===== config.mk =====
export PLATFORM = sky130hd
export DESIGN_NAME = rhythm_game_top
export DESIGN_NICKNAME = d
export VERILOG_FILES = /design/src/judge_pkg.sv /design/src/display_pkg.sv /design/src/lane_judge.sv /design/src/score_keeper.sv /design/src/score_readout.sv /design/src/rhythm_game_top.sv
export VERILOG_INCLUDE_DIRS = /design/src
export SDC_FILE = /design/constraint.sdc
export NUM_CORES = 1
export LEC_CHECK = 0
export ABC_AREA = 1
export BUFFER_PORTS_ARGS = -buffer_cell sky130_fd_sc_hd__clkbuf_2
export CELL_PAD_IN_SITES_DETAIL_PLACEMENT = 0
export CELL_PAD_IN_SITES_GLOBAL_PLACEMENT = 1
export CORE_AREA = 2 2 127 191
export CTS_CLUSTER_DIAMETER = 120
export DETAILED_ROUTE_END_ITERATION = 16
export DIE_AREA = 0 0 129 193
export PLACE_DENSITY = 0.95
export SYNTH_ARGS = -nofsm -noshare
export SYNTH_HDL_FRONTEND = slang
export SYNTH_SLANG_ARGS = --single-unit
export TNS_END_PERCENT = 20

===== constraint.sdc =====
create_clock -name CLK -period 13.2 [get_ports CLK]
set_clock_uncertainty 0.05 [all_clocks]
set_input_delay 0 -clock CLK [delete_from_list [all_inputs] [get_ports CLK]]
set_output_delay 0 -clock CLK [all_outputs]
set_load 0.05 [all_outputs]

===== src/game_defs.svh =====
`ifndef GAME_DEFS_SVH
`define GAME_DEFS_SVH

// data widths
`define GAME_COORD_W        10
`define GAME_CNT_W          10
`define GAME_HP_W           8
`define GAME_SPRITE_W       12

// health bar
`define GAME_HP_START       238
`define GAME_HP_STEP        19
`define GAME_HP_FIN_LEVEL   67

// one digit glyph is this far apart on the sprite sheet
`define GAME_SPRITE_STEP    340

// red lane, notes travel down the screen
`define GAME_RED_BAD_LO     176
`define GAME_RED_BAD_HI     240
`define GAME_RED_GOOD_LO    190
`define GAME_RED_GOOD_HI    226
`define GAME_RED_PERF_LO    200
`define GAME_RED_PERF_HI    216
`define GAME_RED_MISS_AT    258

// yellow lane
`define GAME_YEL_BAD_LO     228
`define GAME_YEL_BAD_HI     292
`define GAME_YEL_GOOD_LO    242
`define GAME_YEL_GOOD_HI    278
`define GAME_YEL_PERF_LO    252
`define GAME_YEL_PERF_HI    268
`define GAME_YEL_MISS_AT    324

// green lane, notes travel up
`define GAME_GRN_BAD_LO     239
`define GAME_GRN_BAD_HI     303
`define GAME_GRN_GOOD_LO    253
`define GAME_GRN_GOOD_HI    289
`define GAME_GRN_PERF_LO    263
`define GAME_GRN_PERF_HI    279
`define GAME_GRN_MISS_AT    223

// blue lane
`define GAME_BLU_BAD_LO     347
`define GAME_BLU_BAD_HI     401
`define GAME_BLU_GOOD_LO    361
`define GAME_BLU_GOOD_HI    397
`define GAME_BLU_PERF_LO    371
`define GAME_BLU_PERF_HI    387
`define GAME_BLU_MISS_AT    317

`endif


===== src/judge_pkg.sv =====
`default_nettype none

`include "game_defs.svh"

package judge_pkg;

    // note position on screen, x or y depending on lane
    typedef logic [`GAME_COORD_W-1:0] coord_t;

    typedef enum logic [2:0] {
        JUDGE_NONE    = 3'd0,
        JUDGE_PERFECT = 3'd1,
        JUDGE_GOOD    = 3'd2,
        JUDGE_BAD     = 3'd3,
        JUDGE_MISS    = 3'd4
    } judgment_e;

    // one lane's verdict for the cycle
    typedef struct packed {
        judgment_e grade;
        logic      remove;
    } lane_result_t;

endpackage

`default_nettype wire


===== src/display_pkg.sv =====
`default_nettype none

`include "game_defs.svh"

package display_pkg;

    typedef logic [`GAME_CNT_W-1:0]    count_t;
    typedef logic [`GAME_HP_W-1:0]     hp_t;
    typedef logic [3:0]                digit_t;
    typedef logic [`GAME_SPRITE_W-1:0] sprite_off_t;

    typedef struct packed {
        sprite_off_t hundreds;
        sprite_off_t tens;
        sprite_off_t ones;
    } readout_t;

endpackage

`default_nettype wire


===== src/lane_judge.sv =====
`timescale 1ns/100ps
`default_nettype none

`include "game_defs.svh"

module lane_judge #(
    parameter judge_pkg::coord_t bad_lo  = `GAME_RED_BAD_LO,
    parameter judge_pkg::coord_t bad_hi  = `GAME_RED_BAD_HI,
    parameter judge_pkg::coord_t good_lo = `GAME_RED_GOOD_LO,
    parameter judge_pkg::coord_t good_hi = `GAME_RED_GOOD_HI,
    parameter judge_pkg::coord_t perf_lo = `GAME_RED_PERF_LO,
    parameter judge_pkg::coord_t perf_hi = `GAME_RED_PERF_HI,
    parameter judge_pkg::coord_t miss_at = `GAME_RED_MISS_AT,
    // 1: miss when position climbs to miss_at, 0: when it drops to it
    parameter bit                miss_above = 1'b1
) (
    input  wire logic                    CLK,
    input  wire logic                    RST,
    input  wire logic                    button,
    input  wire logic                    active,
    input  wire judge_pkg::coord_t       position,
    output judge_pkg::lane_result_t      result
);

    logic in_bad;
    logic in_good;
    logic in_perf;
    logic past_line;
    logic miss_pend;

    assign in_bad  = (position >= bad_lo)  && (position <= bad_hi);
    assign in_good = (position >= good_lo) && (position <= good_hi);
    assign in_perf = (position >= perf_lo) && (position <= perf_hi);

    assign past_line = miss_above ? (position >= miss_at) : (position <= miss_at);

    //////////////////////////////
    // grading
    //////////////////////////////

    always_ff @(posedge CLK) begin
        if (RST) begin
            result.grade  <= judge_pkg::JUDGE_NONE;
            result.remove <= 1'b0;
            miss_pend     <= 1'b0;
        end else if (button && active && in_bad) begin
            // narrowest window wins
            if (in_perf) begin
                result.grade <= judge_pkg::JUDGE_PERFECT;
            end else if (in_good) begin
                result.grade <= judge_pkg::JUDGE_GOOD;
            end else begin
                result.grade <= judge_pkg::JUDGE_BAD;
            end
            result.remove <= 1'b1;
        end else if (!miss_pend && active && past_line) begin
            result.grade  <= judge_pkg::JUDGE_MISS;
            result.remove <= 1'b1;
            miss_pend     <= 1'b1;
        end else begin
            // idle cycle also drops the pending flag
            result.grade  <= judge_pkg::JUDGE_NONE;
            result.remove <= 1'b0;
            miss_pend     <= 1'b0;
        end
    end

endmodule

`default_nettype wire


===== src/score_keeper.sv =====
`timescale 1ns/100ps
`default_nettype none

`include "game_defs.svh"

module score_keeper (
    input  wire logic                    CLK,
    input  wire logic                    RST,
    input  wire judge_pkg::lane_result_t red,
    input  wire judge_pkg::lane_result_t yellow,
    input  wire judge_pkg::lane_result_t green,
    input  wire judge_pkg::lane_result_t blue,
    output display_pkg::count_t          score,
    output display_pkg::count_t          combo,
    output display_pkg::hp_t             hp,
    output logic                         finished
);

    judge_pkg::lane_result_t [3:0] lanes;

    logic any_miss;
    logic any_bad;
    logic any_good;
    logic any_perf;

    assign lanes = {blue, green, yellow, red};

    always_comb begin
        any_miss = 1'b0;
        any_bad  = 1'b0;
        any_good = 1'b0;
        any_perf = 1'b0;
        for (int i = 0; i < 4; i++) begin
            any_miss |= (lanes[i].grade == judge_pkg::JUDGE_MISS);
            any_bad  |= (lanes[i].grade == judge_pkg::JUDGE_BAD);
            any_good |= (lanes[i].grade == judge_pkg::JUDGE_GOOD);
            any_perf |= (lanes[i].grade == judge_pkg::JUDGE_PERFECT);
        end
    end

    //////////////////////////////
    // one effect per cycle
    //////////////////////////////

    always_ff @(posedge CLK) begin
        if (RST) begin
            score    <= '0;
            combo    <= '0;
            hp       <= display_pkg::hp_t'(`GAME_HP_START);
            finished <= 1'b0;
        end else if (any_miss) begin
            combo <= '0;
            hp    <= hp - display_pkg::hp_t'(`GAME_HP_STEP);
            // checked against the bar before this hit
            if (hp <= display_pkg::hp_t'(`GAME_HP_FIN_LEVEL)) begin
                finished <= 1'b1;
            end
        end else if (any_bad) begin
            combo <= '0;
        end else if (any_good) begin
            score <= score + display_pkg::count_t'(1);
            combo <= combo + display_pkg::count_t'(1);
        end else if (any_perf) begin
            score <= score + display_pkg::count_t'(2);
            combo <= combo + display_pkg::count_t'(1);
        end
    end

endmodule

`default_nettype wire


===== src/score_readout.sv =====
`timescale 1ns/100ps
`default_nettype none

`include "game_defs.svh"

module score_readout (
    input  wire logic                 CLK,
    input  wire logic                 RST,
    input  wire display_pkg::count_t  value,
    output display_pkg::readout_t     sprites
);

    display_pkg::digit_t hundreds;
    display_pkg::digit_t tens;
    display_pkg::digit_t ones;

    // glyph offset, anything past 9 shows the zero glyph
    function automatic display_pkg::sprite_off_t glyph_off(input display_pkg::digit_t d);
        if (d <= display_pkg::digit_t'(9)) begin
            return display_pkg::sprite_off_t'(d * `GAME_SPRITE_STEP);
        end
        return '0;
    endfunction

    // 1000..1023 gives a hundreds digit of 10
    assign hundreds = display_pkg::digit_t'(value / 100);
    assign tens     = display_pkg::digit_t'((value % 100) / 10);
    assign ones     = display_pkg::digit_t'(value % 10);

    always_ff @(posedge CLK) begin
        if (RST) begin
            sprites <= '0;
        end else begin
            sprites.hundreds <= glyph_off(hundreds);
            sprites.tens     <= glyph_off(tens);
            sprites.ones     <= glyph_off(ones);
        end
    end

endmodule

`default_nettype wire


===== src/rhythm_game_top.sv =====
`timescale 1ns/100ps
`default_nettype none

`include "game_defs.svh"

// lane bit order: 0 red, 1 yellow, 2 green, 3 blue
module rhythm_game_top (
    input  wire logic              CLK,
    input  wire logic              RST,
    input  wire logic [3:0]        buttons,
    input  wire logic [3:0]        active,
    input  wire judge_pkg::coord_t pos_red,
    input  wire judge_pkg::coord_t pos_yellow,
    input  wire judge_pkg::coord_t pos_green,
    input  wire judge_pkg::coord_t pos_blue,
    output logic [3:0]             remove,
    output display_pkg::readout_t  score_sprites,
    output display_pkg::readout_t  combo_sprites,
    output display_pkg::count_t    score_value,
    output display_pkg::count_t    combo_value,
    output display_pkg::hp_t       hp,
    output logic                   finished
);

    judge_pkg::lane_result_t red_res;
    judge_pkg::lane_result_t yellow_res;
    judge_pkg::lane_result_t green_res;
    judge_pkg::lane_result_t blue_res;

    assign remove = {blue_res.remove, green_res.remove, yellow_res.remove, red_res.remove};

    //////////////////////////////
    // lanes
    //////////////////////////////

    lane_judge #(
        .bad_lo (`GAME_RED_BAD_LO),  .bad_hi (`GAME_RED_BAD_HI),
        .good_lo(`GAME_RED_GOOD_LO), .good_hi(`GAME_RED_GOOD_HI),
        .perf_lo(`GAME_RED_PERF_LO), .perf_hi(`GAME_RED_PERF_HI),
        .miss_at(`GAME_RED_MISS_AT), .miss_above(1'b1)
    ) red_i (.CLK, .RST, .button(buttons[0]), .active(active[0]),
             .position(pos_red), .result(red_res));

    lane_judge #(
        .bad_lo (`GAME_YEL_BAD_LO),  .bad_hi (`GAME_YEL_BAD_HI),
        .good_lo(`GAME_YEL_GOOD_LO), .good_hi(`GAME_YEL_GOOD_HI),
        .perf_lo(`GAME_YEL_PERF_LO), .perf_hi(`GAME_YEL_PERF_HI),
        .miss_at(`GAME_YEL_MISS_AT), .miss_above(1'b1)
    ) yellow_i (.CLK, .RST, .button(buttons[1]), .active(active[1]),
                .position(pos_yellow), .result(yellow_res));

    // green and blue notes move toward smaller coordinates
    lane_judge #(
        .bad_lo (`GAME_GRN_BAD_LO),  .bad_hi (`GAME_GRN_BAD_HI),
        .good_lo(`GAME_GRN_GOOD_LO), .good_hi(`GAME_GRN_GOOD_HI),
        .perf_lo(`GAME_GRN_PERF_LO), .perf_hi(`GAME_GRN_PERF_HI),
        .miss_at(`GAME_GRN_MISS_AT), .miss_above(1'b0)
    ) green_i (.CLK, .RST, .button(buttons[2]), .active(active[2]),
               .position(pos_green), .result(green_res));

    lane_judge #(
        .bad_lo (`GAME_BLU_BAD_LO),  .bad_hi (`GAME_BLU_BAD_HI),
        .good_lo(`GAME_BLU_GOOD_LO), .good_hi(`GAME_BLU_GOOD_HI),
        .perf_lo(`GAME_BLU_PERF_LO), .perf_hi(`GAME_BLU_PERF_HI),
        .miss_at(`GAME_BLU_MISS_AT), .miss_above(1'b0)
    ) blue_i (.CLK, .RST, .button(buttons[3]), .active(active[3]),
              .position(pos_blue), .result(blue_res));

    //////////////////////////////
    // scoring and display
    //////////////////////////////

    score_keeper keeper_i (
        .CLK, .RST,
        .red(red_res), .yellow(yellow_res), .green(green_res), .blue(blue_res),
        .score(score_value), .combo(combo_value), .hp(hp), .finished(finished)
    );

    score_readout score_ro_i (.CLK, .RST, .value(score_value), .sprites(score_sprites));
    score_readout combo_ro_i (.CLK, .RST, .value(combo_value), .sprites(combo_sprites));

endmodule

`default_nettype wire


==> flow_summary_export.csv <==
group,metric,value,unit
outcome,run_status,"completed",
logic_synthesis,netlist.area_leader.share,0.215,
global_routing,overflow,0,
floorplanning,die_y,193,µm
finish,nFillCells,2477,
logic_synthesis,ys_warn_count,0,
logic_synthesis,yosysUniqueCellTypes,59,
logic_synthesis,ys_seq_area_frac,0.215,
clock_tree,cts-root-buf,"clkbuf_16",
power,pwr_density_cell,64.5,nW/µm²
global_routing,grt_pass1_vias,9692,
finish,final_util,0.494,
finish,antennaDiodeCount,0,
timing,slew_headroom,0.565,
logic_synthesis,synth_commonest_cells,"nand2_1, inv_1, nor2_1, nand3_1, dfxtp_1",
timing,rsz0062_at_grt,"no",
timing,tightest_slew,0.651,ns
timing,hold_viol,0,
setup_path,path_buf_inv,8,
logic_synthesis,syn_avg_cell_area,6.27,µm²
route,via_count,10380,
setup_path,timing.critical_path.mode_cell,"nand2_1",
global_routing,grt_pass1_wl,42200,µm
run,drv_cap,0,
setup_path,critPathArrivalTime,7.68,ns
floorplanning,fp.dieW,129,µm
route,wl_per_cell,11.9,µm
clock_tree,clkSlewWorstSetupHoldPaths,0.07,ns
placed_design,io_buffers,142,
global_routing,antenna_found_initial,0,
finish,regArea,2180,µm²
setup_path,cp-start-kind,"register",
route,viasPerCell,4.96,
timing,period_needed,7.43,ns
floorplanning,rows,69,
logic_synthesis,ys.flop_type,"dfxtp_1",
power,power_leakage,6.29,nW
clock_tree,htreeDepth,3,
logic_synthesis,async_flop_share,0,
finish,design_area,11600,µm²
logic_synthesis,ys_ff_latch,109,
timing,max_freq,0.135,GHz
route,first_pass_iters,5,
finish,drive_above_1_share,0.189,
setup_path,critPathMaxFanout,14,
logic_synthesis,synth-edff-count,0,
finish,area_growth_syn_to_layout,14.0,%
timing,fin_crit_sh,0.563,
power,vdd_drop_max,0.0580,mV
placed_design,postPlaceCellArea,11100,µm²
setup_path,cpMaxStageDelayCell,"fa_1",
timing,fin_hold_ws,0.0123,ns
floorplanning,start_util,0.433,
setup_path,cp-end-kind,"register",
timing,report.final.slew_viol_count,0,
floorplanning,dieArea,24900,µm²
global_routing,grt_max_degree,27,
logic_synthesis,synth_area_leaders,"dfxtp_1, nand2_1, inv_1",
logic_synthesis,yosysMostFrequentCell,"nand2_1",
logic_synthesis,yosysTopAreaCell,"dfxtp_1",
timing,tns,0,ns
placed_design,gp_congestion,0.875,
clock_tree,tritoncts,"done",
placed_design,dpl.hpwl,20300,µm
worst_hold_path,hold_path_class,"in2reg",
route,drtAntennaViolNets,0,
global_routing,grt.total_usage,0.205,
finish,multi_input_area,6800,µm²
clock_tree,cts_buffers,9,
setup_path,required,13.45,ns
timing,setup_viol,0,
setup_path,path_class,"reg2reg",
setup_path,cp_slowest_stage_delay,0.59,ns
floorplanning,coreArea,23400,µm²
clock_tree,insertion_delay,0.36,ns
clock_tree,cts_sinks,109,
logic_synthesis,synth_area,10100,µm²
route,drc_errors,0,
finish,nets,1879,
route,wirelength,25000,µm
floorplanning,ios,155,
route,drt_iter0_markers,378,
setup_path,crit_family,"simple AND/OR/NAND/NOR gates",
logic_synthesis,synth_cells,1618,
clock_tree,cts_max_path_buffers,2,
## worst min-delay path, cell delays in order
cell and delay, ns:
clkbuf_2 0.11, nor3_1 0.05, nand3_1 0.06, a221oi_1 0.08
nor2_1 0.09
## worst paths after layout
kind         slack, ns                            from  cells after the start                           endpoint
max               5.77  keeper_i.score[6]$_SDFFE_PP0P_                     52  score_ro_i.sprites[23]$_SDFF_PP0_
min               0.01                      pos_red[0]                      5         red_i.result[2]$_SDFF_PP0_
max reg2reg       5.77  keeper_i.score[6]$_SDFFE_PP0P_                     52  score_ro_i.sprites[23]$_SDFF_PP0_
min reg2reg       0.41  keeper_i.finished$_SDFFE_PP0P_                      2     keeper_i.finished$_SDFFE_PP0P_
## cell usage in the layout (no fill, tap or decap), types with 24 or more instances in the layout
cell type	instances
nand3_1	138
nor2_1	167
dfxtp_1	109
inv_1	214
ha_1	54
inv_2	41
xor2_1	37
nand2_2	50
nor3_1	37
a21oi_1	56
nor2_2	24
nand4_1	36
nand2_1	390
o21ai_0	54
clkbuf_2	142
## kinds of logic (layout without fill, tap and decap cells)
kind of cell | count (synthesis) | in the layout | share of synthesized area
simple gates | 929 | 929 | 0.440
buf+inv | 293 | 438 | 0.118
compound gates | 172 | 172 | 0.0998
flops | 109 | 109 | 0.215
fa+ha+maj | 60 | 60 | 0.0785
xor+xnor | 54 | 54 | 0.0474
other cells | 1 | 12 | 0.000370
## flip-flops by register name (all words and copies together), names as in the netlist
| register | cells |
|---|---|
| red_i.result | 4 |
| yellow_i.miss_pend | 1 |
| red_i.miss_pend | 1 |
| blue_i.miss_pend | 1 |
| keeper_i.finished | 1 |
| combo_ro_i.sprites | 30 |
| keeper_i.score | 10 |
| blue_i.result | 4 |
| score_ro_i.sprites | 30 |
| yellow_i.result | 4 |
| keeper_i.hp | 8 |
| green_i.result | 4 |
| keeper_i.combo | 10 |
| green_i.miss_pend | 1 |
## per-layer routing
metal | routed length, µm | GRT usage | share of wire
met5 | 0 | 0 | 0
met2 | 13800 | 0.407 | 0.55
met1 | 9770 | 0.214 | 0.39
met4 | 711 | 0.0803 | 0.028
met3 | 710 | 0.0251 | 0.028
## power by group
group	internal (W)	total [W]	switching, W	leakage (nW)
logic	0.0000326	0.000114	0.0000812	5.26
clock network	0.000155	0.000288	0.000132	0.146
registers	0.000337	0.000345	0.00000791	0.882
total	0.000525	0.000746	0.000221	6.29
## timing repair
item,4_1_cts,5_1_grt
buffers inserted,0,0
gates resized for setup,0,0
hold buffers,16,0
endpoints found under the hold margin,18,0
## cell type report
cell class | instances | area share
clock inverters | 5 | 0.00585
repair buffers | 159 | 0.0760
multi-input cells | 1227 | 0.588
inverters | 263 | 0.0855
clock buffers | 11 | 0.0210
flip-flops and latches | 109 | 0.189
well taps | 319 | 0.0345
## stage by stage
| step | total power (W) | setup WS (ns) | instances |
|---|---|---|---|
| 6_report | 0.000746 | 5.77 | 2093 |
| 2_1_floorplan | 0.000433 | 6.48 | 1629 |
| 5_1_grt | 0.000782 | 4.85 | 2093 |
| 3_3_place_gp | 0.000462 | 6.11 | 2061 |
| 3_5_place_dp | 0.000463 | 5.80 | 2061 |
| 4_1_cts | 0.000757 | 5.78 | 2093 |
Note: power is estimated with default switching activity, not from simulation.
